`src/logic/tron_macros.svh`:
```
// Light-cycle arena constants
// Arena geometry, start positions, colours, widths and APB register map
`ifndef TRON_MACROS_SVH
`define TRON_MACROS_SVH

// Coordinate widths for a 160x120 screen
`define TRON_X_W 8
`define TRON_Y_W 7

// Wall lines, a head on one of these dies
`define TRON_WALL_X_LO 8'd10
`define TRON_WALL_X_HI 8'd149
`define TRON_WALL_Y_LO 7'd17
`define TRON_WALL_Y_HI 7'd108

// Playing field swept black between rounds
`define TRON_FIELD_X_MIN 8'd11
`define TRON_FIELD_X_MAX 8'd148
`define TRON_FIELD_Y_MIN 7'd18
`define TRON_FIELD_Y_MAX 7'd107

// Start positions, both heading up
`define TRON_P1_START_X 8'd25
`define TRON_P2_START_X 8'd135
`define TRON_START_Y    7'd100

// 3-bit RGB colours
`define TRON_COLOUR_BLACK 3'd0
`define TRON_COLOUR_P1    3'd1
`define TRON_COLOUR_P2    3'd4

// Step period in clocks
`define TRON_STEP_W     16
`define TRON_STEP_RESET 16'd1000
`define TRON_STEP_MIN   16'd4

// APB bus widths and register offsets
`define TRON_APB_ADDR_W 4
`define TRON_APB_DATA_W 32
`define TRON_ADDR_CTRL   4'h0
`define TRON_ADDR_STEP   4'h4
`define TRON_ADDR_STATUS 4'h8
`define TRON_ADDR_SCORE  4'hC

`endif

```
`src/logic/tron_pkg.sv`:
```
// Light-cycle arena types
// Coordinates, colours, headings, buttons, score digits and step period
`include "tron_macros.svh"

package tron_pkg;

    typedef logic [`TRON_X_W-1:0] coord_x_t;
    typedef logic [`TRON_Y_W-1:0] coord_y_t;
    typedef logic [2:0] colour_t;

    // Heading, up is towards smaller y
    typedef enum logic [1:0] {
        dir_up,
        dir_right,
        dir_down,
        dir_left
    } dir_t;

    // Buttons as {left, down, up, right}
    typedef logic [3:0] steer_t;

    // Accepted one-hot button codes
    localparam steer_t steer_right = 4'b0001;
    localparam steer_t steer_up    = 4'b0010;
    localparam steer_t steer_down  = 4'b0100;
    localparam steer_t steer_left  = 4'b1000;

    typedef logic [3:0] bcd_t;
    typedef logic [`TRON_STEP_W-1:0] step_t;

endpackage

```
`src/logic/light_cycle.sv`:
```
// Light cycle for one player
// Direction machine taking quarter turns only, and the head position register
`timescale 1ns/1ns

module light_cycle #(
    parameter tron_pkg::coord_x_t START_X = '0,
    parameter tron_pkg::coord_y_t START_Y = '0
) (
    input  logic               clk,
    input  logic               resetn,
    input  logic               restart,
    input  logic               step,
    input  tron_pkg::steer_t   buttons,
    output tron_pkg::coord_x_t head_x,
    output tron_pkg::coord_y_t head_y
);
    import tron_pkg::*;

    dir_t dir;
    dir_t dir_next;

    // Turn table
    // Only an exact one-hot code at right angles to the heading turns
    always_comb begin
        dir_next = dir;
        case (dir)
            dir_up, dir_down: begin
                if (buttons == steer_right) begin
                    dir_next = dir_right;
                end else if (buttons == steer_left) begin
                    dir_next = dir_left;
                end
            end
            dir_right, dir_left: begin
                if (buttons == steer_up) begin
                    dir_next = dir_up;
                end else if (buttons == steer_down) begin
                    dir_next = dir_down;
                end
            end
            default: dir_next = dir_up;
        endcase
    end

    // Buttons sampled every clock, head moves only on step
    always_ff @(posedge clk) begin
        if (!resetn || restart) begin
            // Back to start, heading up
            dir    <= dir_up;
            head_x <= START_X;
            head_y <= START_Y;
        end else begin
            dir <= dir_next;
            if (step) begin
                // Move with the heading held before this edge
                case (dir)
                    dir_up:    head_y <= head_y - coord_y_t'(1);
                    dir_down:  head_y <= head_y + coord_y_t'(1);
                    dir_right: head_x <= head_x + coord_x_t'(1);
                    dir_left:  head_x <= head_x - coord_x_t'(1);
                    default:   head_y <= head_y;
                endcase
            end
        end
    end

    // Outside a restart the heading only ever changes axis, never reverses
    a_quarter_turn: assert property (@(posedge clk) disable iff (!resetn)
        (!$past(restart) && (dir != $past(dir))) |-> (dir[0] != $past(dir[0])));

endmodule

```
`src/logic/arena_referee.sv`:
```
// Arena referee
// Step timer, judging of both heads, black field sweep and the pixel plot port
`timescale 1ns/1ns

`include "tron_macros.svh"

module arena_referee (
    input  logic               clk,
    input  logic               resetn,
    input  logic               run,
    input  tron_pkg::step_t    step_period,
    input  tron_pkg::coord_x_t p1_x,
    input  tron_pkg::coord_x_t p2_x,
    input  tron_pkg::coord_y_t p1_y,
    input  tron_pkg::coord_y_t p2_y,
    output logic               step,
    output logic               restart,
    output logic               clearing,
    output logic               p1_died,
    output logic               p2_died,
    output logic               plot,
    output tron_pkg::coord_x_t plot_x,
    output tron_pkg::coord_y_t plot_y,
    output tron_pkg::colour_t  plot_colour
);
    import tron_pkg::*;

    typedef enum logic [1:0] {
        ph_sweep,
        ph_idle,
        ph_judge_p1,
        ph_judge_p2
    } phase_t;

    phase_t   phase;
    step_t    step_cnt;
    coord_x_t sweep_x;
    coord_y_t sweep_y;
    logic     counting;
    logic     p1_hit;
    logic     p2_hit;

    // Head on a wall line or on the other head
    function automatic logic head_hit(input coord_x_t hx, input coord_y_t hy,
                                      input coord_x_t ox, input coord_y_t oy);
        return (hx == `TRON_WALL_X_LO) || (hx == `TRON_WALL_X_HI) ||
               (hy == `TRON_WALL_Y_LO) || (hy == `TRON_WALL_Y_HI) ||
               ((hx == ox) && (hy == oy));
    endfunction

    // Cycles hold their start while the field is cleared
    assign restart = clearing;

    // Timer frozen while a sweep is running or about to end
    assign counting = run && !clearing && (phase != ph_sweep);

    assign p1_hit = head_hit(p1_x, p1_y, p2_x, p2_y);
    assign p2_hit = head_hit(p2_x, p2_y, p1_x, p1_y);

    // Step timer, one pulse every step_period clocks
    always_ff @(posedge clk) begin
        if (!resetn || !counting) begin
            step_cnt <= '0;
            step     <= 1'b0;
        end else if (step_cnt >= step_period - step_t'(1)) begin
            step_cnt <= '0;
            step     <= 1'b1;
        end else begin
            step_cnt <= step_cnt + step_t'(1);
            step     <= 1'b0;
        end
    end

    // Phase sequence
    // Sweep after reset or a death, then wait for step, judge p1, judge p2
    always_ff @(posedge clk) begin
        if (!resetn) begin
            phase    <= ph_sweep;
            clearing <= 1'b1;
            sweep_x  <= `TRON_FIELD_X_MIN;
            sweep_y  <= `TRON_FIELD_Y_MIN;
            p1_died  <= 1'b0;
            p2_died  <= 1'b0;
            plot     <= 1'b0;
        end else begin
            // clearing trails the phase so it falls after the last pixel
            clearing <= (phase == ph_sweep);
            p1_died  <= 1'b0;
            p2_died  <= 1'b0;
            plot     <= 1'b0;
            case (phase)
                ph_sweep: begin
                    plot <= 1'b1;
                    // y inner loop, x outer loop
                    if (sweep_y == `TRON_FIELD_Y_MAX) begin
                        sweep_y <= `TRON_FIELD_Y_MIN;
                        if (sweep_x == `TRON_FIELD_X_MAX) begin
                            sweep_x <= `TRON_FIELD_X_MIN;
                            phase   <= ph_idle;
                        end else begin
                            sweep_x <= sweep_x + coord_x_t'(1);
                        end
                    end else begin
                        sweep_y <= sweep_y + coord_y_t'(1);
                    end
                end
                ph_idle: begin
                    // Heads move on the step edge, judged in the next cycle
                    if (step) begin
                        phase <= ph_judge_p1;
                    end
                end
                ph_judge_p1: begin
                    if (p1_hit) begin
                        // p2 is not judged this step
                        p1_died <= 1'b1;
                        phase   <= ph_sweep;
                    end else begin
                        plot  <= 1'b1;
                        phase <= ph_judge_p2;
                    end
                end
                ph_judge_p2: begin
                    if (p2_hit) begin
                        p2_died <= 1'b1;
                        phase   <= ph_sweep;
                    end else begin
                        plot  <= 1'b1;
                        phase <= ph_idle;
                    end
                end
                default: phase <= ph_sweep;
            endcase
        end
    end

    // Pixel payload, qualified by plot
    always_ff @(posedge clk) begin
        case (phase)
            ph_sweep: begin
                plot_x      <= sweep_x;
                plot_y      <= sweep_y;
                plot_colour <= `TRON_COLOUR_BLACK;
            end
            ph_judge_p1: begin
                plot_x      <= p1_x;
                plot_y      <= p1_y;
                plot_colour <= `TRON_COLOUR_P1;
            end
            ph_judge_p2: begin
                plot_x      <= p2_x;
                plot_y      <= p2_y;
                plot_colour <= `TRON_COLOUR_P2;
            end
            default: plot_colour <= plot_colour;
        endcase
    end

    // No pixel lands on or outside a wall, whichever cycle produced the head
    a_plot_in_field: assert property (@(posedge clk) disable iff (!resetn)
        plot |-> (plot_x > `TRON_WALL_X_LO) && (plot_x < `TRON_WALL_X_HI) &&
                 (plot_y > `TRON_WALL_Y_LO) && (plot_y < `TRON_WALL_Y_HI));

endmodule

```
`src/logic/tron_apb_regs.sv`:
```
// APB register block for the arena
// Run enable, step period, sticky death status and BCD scores
`timescale 1ns/1ns

`include "tron_macros.svh"

module tron_apb_regs (
    input  logic                        clk,
    input  logic                        resetn,
    input  logic                        psel,
    input  logic                        penable,
    input  logic                        pwrite,
    input  logic [`TRON_APB_ADDR_W-1:0] paddr,
    input  logic [`TRON_APB_DATA_W-1:0] pwdata,
    output logic [`TRON_APB_DATA_W-1:0] prdata,
    output logic                        pready,
    output logic                        pslverr,
    input  logic                        p1_died,
    input  logic                        p2_died,
    input  logic                        clearing,
    output logic                        run,
    output tron_pkg::step_t             step_period
);
    import tron_pkg::*;

    logic  access;
    logic  wr_en;
    logic  mapped;
    logic  clearing_q;
    logic  p1_dead;
    logic  p2_dead;
    step_t step_wdata;
    bcd_t  p1_ones;
    bcd_t  p1_tens;
    bcd_t  p2_ones;
    bcd_t  p2_tens;

    // Two-digit BCD increment, 99 wraps to 00
    function automatic logic [7:0] bcd_inc(input bcd_t tens, input bcd_t ones);
        if (ones != 4'd9) begin
            return {tens, bcd_t'(ones + 4'd1)};
        end else if (tens != 4'd9) begin
            return {bcd_t'(tens + 4'd1), 4'd0};
        end
        return 8'h00;
    endfunction

    // Zero wait states
    assign pready  = 1'b1;
    assign access  = psel && penable;
    assign wr_en   = access && pwrite;
    assign mapped  = paddr inside {`TRON_ADDR_CTRL, `TRON_ADDR_STEP,
                                   `TRON_ADDR_STATUS, `TRON_ADDR_SCORE};
    assign pslverr = access && !mapped;

    // Step period saturates high and clamps to the minimum low
    always_comb begin
        if (|pwdata[`TRON_APB_DATA_W-1:`TRON_STEP_W]) begin
            step_wdata = '1;
        end else if (pwdata[`TRON_STEP_W-1:0] < `TRON_STEP_MIN) begin
            step_wdata = `TRON_STEP_MIN;
        end else begin
            step_wdata = pwdata[`TRON_STEP_W-1:0];
        end
    end

    // Control registers
    always_ff @(posedge clk) begin
        if (!resetn) begin
            run         <= 1'b0;
            step_period <= `TRON_STEP_RESET;
        end else if (wr_en) begin
            if (paddr == `TRON_ADDR_CTRL) begin
                run <= pwdata[0];
            end
            if (paddr == `TRON_ADDR_STEP) begin
                step_period <= step_wdata;
            end
        end
    end

    // Dead flags held until the sweep finishes and the next round starts
    always_ff @(posedge clk) begin
        if (!resetn) begin
            clearing_q <= 1'b0;
            p1_dead    <= 1'b0;
            p2_dead    <= 1'b0;
        end else begin
            clearing_q <= clearing;
            if (p1_died) begin
                p1_dead <= 1'b1;
            end else if (clearing_q && !clearing) begin
                p1_dead <= 1'b0;
            end
            if (p2_died) begin
                p2_dead <= 1'b1;
            end else if (clearing_q && !clearing) begin
                p2_dead <= 1'b0;
            end
        end
    end

    // Scores, a death is a point for the opponent
    always_ff @(posedge clk) begin
        if (!resetn || (wr_en && (paddr == `TRON_ADDR_SCORE))) begin
            p1_ones <= '0;
            p1_tens <= '0;
            p2_ones <= '0;
            p2_tens <= '0;
        end else begin
            if (p1_died) begin
                {p2_tens, p2_ones} <= bcd_inc(p2_tens, p2_ones);
            end
            if (p2_died) begin
                {p1_tens, p1_ones} <= bcd_inc(p1_tens, p1_ones);
            end
        end
    end

    // Read mux, valid whenever the address is stable
    always_comb begin
        case (paddr)
            `TRON_ADDR_CTRL:   prdata = {31'd0, run};
            `TRON_ADDR_STEP:   prdata = {16'd0, step_period};
            `TRON_ADDR_STATUS: prdata = {29'd0, clearing, p2_dead, p1_dead};
            `TRON_ADDR_SCORE:  prdata = {16'd0, p2_tens, p2_ones, p1_tens, p1_ones};
            default:           prdata = '0;
        endcase
    end

    // Access phase never without select
    a_penable_psel: assert property (@(posedge clk) disable iff (!resetn)
        penable |-> psel);

    // Setup phase always followed by access phase
    a_setup_access: assert property (@(posedge clk) disable iff (!resetn)
        (psel && !penable) |=> (psel && penable));

endmodule

```
`src/logic/tron_top.sv`:
```
// Light-cycle arena top level
// Two cycles, the referee and the APB register block
`timescale 1ns/1ns

`include "tron_macros.svh"

module tron_top (
    input  logic                        clk,
    input  logic                        resetn,
    input  logic                        psel,
    input  logic                        penable,
    input  logic                        pwrite,
    input  logic [`TRON_APB_ADDR_W-1:0] paddr,
    input  logic [`TRON_APB_DATA_W-1:0] pwdata,
    output logic [`TRON_APB_DATA_W-1:0] prdata,
    output logic                        pready,
    output logic                        pslverr,
    input  tron_pkg::steer_t            p1_buttons,
    input  tron_pkg::steer_t            p2_buttons,
    output logic                        plot,
    output tron_pkg::coord_x_t          plot_x,
    output tron_pkg::coord_y_t          plot_y,
    output tron_pkg::colour_t           plot_colour
);
    import tron_pkg::*;

    coord_x_t p1_x;
    coord_x_t p2_x;
    coord_y_t p1_y;
    coord_y_t p2_y;
    logic     step;
    logic     restart;
    logic     clearing;
    logic     p1_died;
    logic     p2_died;
    logic     run;
    step_t    step_period;

    // Player 1, blue, starts on the left
    light_cycle #(
        .START_X (`TRON_P1_START_X),
        .START_Y (`TRON_START_Y)
    ) u_cycle_p1 (
        .clk     (clk),
        .resetn  (resetn),
        .restart (restart),
        .step    (step),
        .buttons (p1_buttons),
        .head_x  (p1_x),
        .head_y  (p1_y)
    );

    // Player 2, red, starts on the right
    light_cycle #(
        .START_X (`TRON_P2_START_X),
        .START_Y (`TRON_START_Y)
    ) u_cycle_p2 (
        .clk     (clk),
        .resetn  (resetn),
        .restart (restart),
        .step    (step),
        .buttons (p2_buttons),
        .head_x  (p2_x),
        .head_y  (p2_y)
    );

    arena_referee u_referee (
        .clk         (clk),
        .resetn      (resetn),
        .run         (run),
        .step_period (step_period),
        .p1_x        (p1_x),
        .p2_x        (p2_x),
        .p1_y        (p1_y),
        .p2_y        (p2_y),
        .step        (step),
        .restart     (restart),
        .clearing    (clearing),
        .p1_died     (p1_died),
        .p2_died     (p2_died),
        .plot        (plot),
        .plot_x      (plot_x),
        .plot_y      (plot_y),
        .plot_colour (plot_colour)
    );

    tron_apb_regs u_regs (
        .clk         (clk),
        .resetn      (resetn),
        .psel        (psel),
        .penable     (penable),
        .pwrite      (pwrite),
        .paddr       (paddr),
        .pwdata      (pwdata),
        .prdata      (prdata),
        .pready      (pready),
        .pslverr     (pslverr),
        .p1_died     (p1_died),
        .p2_died     (p2_died),
        .clearing    (clearing),
        .run         (run),
        .step_period (step_period)
    );

endmodule

```
`config.mk`:
```
export PLATFORM = sky130hd
export DESIGN_NAME = tron_top
export DESIGN_NICKNAME = d
export VERILOG_FILES = /design/src/logic/tron_pkg.sv /design/src/logic/light_cycle.sv /design/src/logic/arena_referee.sv /design/src/logic/tron_apb_regs.sv /design/src/logic/tron_top.sv
export VERILOG_INCLUDE_DIRS = /design/src /design/src/logic
export SDC_FILE = /design/constraint.sdc
export NUM_CORES = 1
export LEC_CHECK = 0
export ABC_AREA = 1
export BUFFER_PORTS_ARGS = -buffer_cell sky130_fd_sc_hd__clkbuf_2
export CORE_ASPECT_RATIO = 1.75
export CORE_MARGIN = 2
export CORE_UTILIZATION = 30
export CTS_BUF_LIST = sky130_fd_sc_hd__clkbuf_4
export DETAILED_ROUTE_END_ITERATION = 6
export SLEW_MARGIN = 20
export SYNTH_ARGS = -nofsm -noshare
export SYNTH_HDL_FRONTEND = slang
export SYNTH_SLANG_ARGS = --single-unit
```
`constraint.sdc`:
```
create_clock -name clk -period 4.8 [get_ports clk]
set_input_delay 0.72 -clock clk [delete_from_list [all_inputs] [get_ports clk]]
set_output_delay 0.72 -clock clk [all_outputs]
set_load 0.02 [all_outputs]
```
# Word level (Yosys, flattened, before mapping)
# Cells that the tools add are included.
dict set report classes {
  addsub 16
  magnitude_cmp 2
  eq_ne 47
  n_mux 51
  reduce_logical 57
}
# cell n
set ops {}
lappend ops {{16-bit case mux with 4 select lines} 1}
lappend ops {{8-bit two-way mux} 7}
lappend ops {{16-bit two-way mux} 2}
lappend ops {{8-bit case mux with 2 select lines} 2}
lappend ops {{7-bit case mux with 2 select lines} 2}
lappend ops {{2-bit AND reduction} 13}
lappend ops {{8-bit by 1-bit adder with 8-bit output (second input constant)} 3}
lappend ops {{8-bit equality test (second input constant)} 3}
lappend ops {{2-bit two-way mux} 12}
lappend ops {{8-bit case mux with 3 select lines} 1}
lappend ops {{7-bit by 1-bit adder with 7-bit output (second input constant)} 3}
lappend ops {{7-bit equality test (second input constant)} 3}
lappend ops {{7-bit case mux with 3 select lines} 1}
lappend ops {{1-bit two-way mux} 17}
lappend ops {{16-bit by 1-bit adder with 16-bit output (second input constant)} 1}
lappend ops {{4-bit by 1-bit adder with 4-bit output (second input constant)} 4}
lappend ops {{4-bit equality test (second input constant)} 4}
lappend ops {{8-bit by 4-bit equality test with 1-bit output (second input constant)} 2}
lappend ops {{8-bit equality test} 2}
lappend ops {{16-bit greater-or-equal comparator} 1}
lappend ops {{16-bit by 3-bit less-than comparator with 1-bit output (second input constant)} 1}
lappend ops {{4-bit != test (second input constant)} 4}
lappend ops {{16-bit OR reduction} 1}
lappend ops {{16-bit by 1-bit subtractor with 16-bit output (second input constant)} 1}
lappend ops {{27 further kinds} 82}
dict set report word_totals {
  regBits 126
  input_bits 49
  output_inout_bits 53
  elab_cells 200
}

# Longest topological paths before layout
dict set report logic_depth {
  depth_word 7
  mapped_depth 16
  ltp_nobuf 16
}

# Cells and area by module
# From an unflattened synthesis, not the netlist that was laid out.
dict set report hier_totals {
  hier_cells 1187
  hier_area_um2 8370.5
}
# mod instances cells_per_inst area_each_um2 seq_area_each_um2
set modules_own_cells {}
lappend modules_own_cells {arena_referee 1 493 3633.5 1271.2}
lappend modules_own_cells {tron_apb_regs 1 285 2142.1 720.7}
lappend modules_own_cells {{light_cycle at u_cycle_p1} 1 201 1300.0 340.3}
lappend modules_own_cells {{light_cycle at u_cycle_p2} 1 208 1295.0 340.3}

# Worst setup path after synthesis
# Ideal clock, no wire load.
dict set report synth_timing {
  kind {input -> output}
  start {input paddr[1]}
  end {output prdata[7]}
  arrival_ps 1985
  setup_slack_ps 2095
  path_stages 5
  cell_sequence {or2_4 -> nor3_4 -> inv_1 -> clkbuf_1 -> o21ai_0}
}
dict set report synth_between {
  elab_chain_len 2
  elab_cells_between_ends 5
  classes_between {eq/ne (3); mux (1); reduce/logical (1)}
}
# element line_no
set synth_lines {}
lappend synth_lines {{start: declaration} tron_top.sv:13} ;# input logic [`TRON_APB_ADDR_W-1:0] paddr,
lappend synth_lines {{4-bit equality test, or another cell as far along} tron_apb_regs.sv:122} ;# case (paddr)
lappend synth_lines {{16-bit case mux with 4 select lines *} tron_apb_regs.sv:122}
lappend synth_lines {{end: declaration} tron_top.sv:15} ;# output logic [`TRON_APB_DATA_W-1:0] prdata,
# Mark *: on every way between the ends. The rest lies on a longest branch, timed or not.

# Worst setup path after layout
dict set report layout_timing {
  start {register u_regs.step_period[0]}
  end {register u_referee.step_cnt[13]}
}
dict set report layout_between {
  elab_chain_len 3
}
# element line_no
set layout_lines {}
lappend layout_lines {{start: declaration} tron_apb_regs.sv:22} ;# output tron_pkg::step_t step_period
lappend layout_lines {{start signal: assignment} tron_apb_regs.sv:71} ;# step_period <= `TRON_STEP_RESET;
lappend layout_lines {{start signal: assignment} tron_apb_regs.sv:77} ;# step_period <= step_wdata;
lappend layout_lines {{16-bit by 1-bit subtractor with 16-bit output} arena_referee.sv:65} ;# end else if (step_cnt >= step_period - step_t'(1)) begin
lappend layout_lines {{16-bit greater-or-equal comparator} arena_referee.sv:65}
lappend layout_lines {{2-bit OR reduction (no line)} --}
lappend layout_lines {{end signal: assignment} arena_referee.sv:69} ;# step_cnt <= step_cnt + step_t'(1);
lappend layout_lines {{end: declaration} arena_referee.sv:36} ;# step_t step_cnt;
# Every way passes these cells.
# A chain may end at the register's enable or synchronous reset.

==> flow_metrics.tcl <==
set metrics [dict create \
    status "finished, final reports clean" \
    clock_pin_slew_on_the_worst_setup_and_hold_paths_ns 0.12 \
    min-delay-path-class "in -> reg" \
    synth-main-ff-cell "dfxtp_1" \
    post_cts_resize_count 0 \
    global_route.usage.total 0.156 \
    fillCellCount 2800 \
    root_buffer "clkbuf_4" \
    clock_insertion_delay_worst_skew_ns 0.58 \
    endpoint "u_referee.step_cnt[13]$_SDFF_PP0_" \
    final-setup-viol-count 0 \
    num_rows 78 \
    post_synth_instance_area_um2 7880 \
    post_cts_hold_buffer_count 0 \
    final-hold-violation-count 0 \
    drt_wl_total_mm 21.4 \
    hold_ws_ns 0.387 \
    number_of_global_route_vias_before_repair 7203 \
    fin_nets 1274 \
    synth_top_cell_area_share 0.274 \
    slew_headroom 0.425 \
    comb_pwr_share 0.047 \
    ys_seq_area_frac 0.339 \
    synth.area.top_cells "dfxtp_1, nand2_1, ha_1, inv_1, edfxtp_1" \
    worst_path_largest_cell_delay_ns 0.49 \
    drv.max_cap_violation_count 0 \
    drc 0 \
    final_min_period_over_clock_period 0.633 \
    power_frac_clock 0.438 \
    route.vias.total 7364 \
    post_route_cells_drive_above_1_share 0.128 \
    reg2reg_from "u_regs.step_period[0]$_SDFFE_PN0P_" \
    tritoncts "yes" \
    ioPinCount 102 \
    cp-start-kind "register" \
    max-vdd-ir-drop_mv 0.128 \
    async_reset_ff_frac 0 \
    ys_warn_count 0 \
    sequentialPowerShare 0.515 \
    grt_antenna_before_repair 1 \
    worst_pin_slew_ns 0.861 \
    drt_iter0_drc 397 \
    numCtsBuffers 17 \
    cp-startpoint "u_regs.step_period[0]$_SDFFE_PN0P_" \
    post-synth-top-area-cell "dfxtp_1" \
    finalCriticalPeriod_ns 3.04 \
    power.share.switching 0.244 \
    synth-edff-count 17 \
    cell_area_power_density_nw_per_um2 234 \
    timing.setup.critical_path_class "reg -> reg" \
    power.leakage_nw 3.97 \
    drt-pass1-iter-count 7 \
    netlist_instances 1087 \
    first_pass_grt_wire_length_mm 34.4 \
    critPathSlowestCell "nor4_1" \
    fin_area_um2 8890 \
    grt_setup_unrepaired "false" \
    mostFrequentLayoutCell "nand2_1" \
    synth.distinct_cells 52 \
    area_added_between_synthesis_and_finish_pct 12.9 \
    placement_cell_area_um2 8540 \
    routedWlPerCell_um 14.2 \
    die_w_um 127 \
    final.setup_skew_ns 0.0330 \
    post_detailed_route_count_of_antenna_violating_nets 0 \
    fmax_ghz 0.329 \
    setup.reg_to_reg.worst_slack_ns 1.76 \
    syn_area_per_cell_um2 7.25 \
    detailedPlacementHpwl_mm 16.9 \
    synth_seq_cells 125 \
    floorplan.die_area_um2 27600 \
    layout.cells.most_common_list "nand2_1, inv_1, nor2_1, dfxtp_1, clkbuf_2" \
    critical_path.reg2reg.endpoint "u_referee.step_cnt[13]$_SDFF_PP0_" \
    htreeDepth 4 \
    regArea_um2 2670 \
    critPathArrivalTime_ns 3.53 \
    critical_path.cell_chain "inv_1 -> ha_1 -> nand3_1 -> nor4_1 -> nand3_1 -> xor2_1 -> inv_1 -> ha_1 -> nand3_1 -> inv_1 -> a21oi_1 -> nand4_2 -> a21oi_1" \
    worstPathMaxFanout 16 \
    switchingPower_mw 0.507 \
    power_report.internal_total_mw 1.57 \
    worstRegToRegCells 13 \
    clockBufferDepth 2 \
    cp-end-kind "register" \
    numClockSinks 125 \
    cp_data_required_time_ns 5.30 \
    fp.coreArea_um2 25900 \
    gp_routability_congestion 0.892 \
    multi_input_area_um2 4420 \
    port_buffers 83 \
    grt_remaining_overflow 0 \
    post_cts.repair.setup_buffers 0 \
    avgViaCountPerCell 4.90 \
    dieHeight_um 218 \
    setup_tns_ns 0 \
    start_util 0.305 \
    timing.final.max_slew_violations 0 \
    grt_start_max_net_pins 22 \
]
## worst max-delay path, delay by kind of cell (launching register included)
kind	cells	cell delay [ns]
buffers and inverters	3	0.20
adder cells (fa/ha/maj)	2	0.45
AO/OA/AOI/OAI	2	0.44
XOR/XNOR	1	0.19
AND/OR/NAND/NOR	5	1.32
flip-flops	1	0.36
## sequential cells by signal, indices dropped and copies added (netlist names), 8 cells and up
name,cells
u_referee.step_cnt,16
u_referee.sweep_x,8
u_regs.step_period,16
u_cycle_p1.head_x,8
u_cycle_p2.head_x,8
u_referee.plot_x,8
## synth_stat cells, types with 2 or more instances
cell,n
a211oi_1,12
a21o_1,2
a21oi_1,68
a21oi_2,2
a22oi_1,2
a31o_2,4
buf_1,2
buf_2,3
buf_4,18
buf_6,2
clkbuf_1,11
conb_1,2
dfxtp_1,108
edfxtp_1,17
fa_1,4
ha_1,51
inv_1,161
inv_2,5
nand2_1,239
nand3_1,54
nand4_1,18
nor2_1,111
nor2_2,2
nor3_1,14
nor3_2,5
nor3b_1,3
nor4_1,6
o211ai_1,13
o21ai_0,42
o21ai_1,5
o21bai_1,4
o221ai_1,18
o22ai_1,8
o22ai_2,4
o31ai_1,2
or2_2,6
xnor2_1,8
xor2_1,37
## layer usage
metal,up-vias,track usage,part of all wire
li1,3726,-,-
met1,3371,0.156,0.39
met2,209,0.298,0.53
met3,58,0.0262,0.033
met4,0,0.0883,0.046
met5,-,0,0
## cell type report
class,count,area share
antenna,1,0.000281
clock buffer,18,0.0152
clock inverter,14,0.0242
inverter,166,0.0701
multi-input combinational,776,0.497
sequential,125,0.300
tap,320,0.0450
timing repair buffer,84,0.0475
## worst min path at each step
stage	startpoint	to	slack, ns	depth (start not counted)
after floorplan	u_referee.step_cnt[0]$_SDFF_PP0_	u_referee.step_cnt[0]$_SDFF_PP0_	0.43	1
after CTS	pwdata[8]	u_regs.step_period[8]$_SDFFE_PN1P_	0.35	3
final	pwdata[8]	u_regs.step_period[8]$_SDFFE_PN1P_	0.39	3
after detailed placement	u_referee.step_cnt[0]$_SDFF_PP0_	u_referee.step_cnt[0]$_SDFF_PP0_	0.45	1
after global placement	u_referee.step_cnt[0]$_SDFF_PP0_	u_referee.step_cnt[0]$_SDFF_PP0_	0.45	1
after global routing	pwdata[8]	u_regs.step_period[8]$_SDFFE_PN1P_	0.37	3
## cells by family after synthesis
| kind of cell | Yosys count | share of synthesized area |
|---|---|---|
| flip-flops | 125 | 0.339 |
| AO/OA/AOI/OAI | 192 | 0.153 |
| AND/OR/NAND/NOR | 466 | 0.258 |
| adder cells (fa/ha/maj) | 55 | 0.0911 |
| other | 2 | 0.000953 |
| XOR/XNOR | 45 | 0.0500 |
| buffers and inverters | 202 | 0.107 |
## power by group through the flow
stage	Clock (mW)	Sequential [mW]	Combinational [mW]
after floorplan	0	1.10	0.0647
after global placement	0	1.09	0.0962
after detailed placement	0	1.09	0.0972
after CTS	0.932	1.07	0.0977
after global routing	0.969	1.07	0.108
final	0.909	1.07	0.0976
## through the flow
step                      total power, mW  cells  utilization  setup slack, ns
after floorplan                      1.16   1103            -             2.10
after global placement               1.19   1471        0.330             1.87
after detailed placement             1.19   1471        0.330             1.80
after CTS                            2.10   1503        0.344             1.74
after global routing                 2.15   1504        0.344             1.42
final                                2.08   1504        0.344             1.76
No activity file was read; power rests on OpenSTA's default activity.
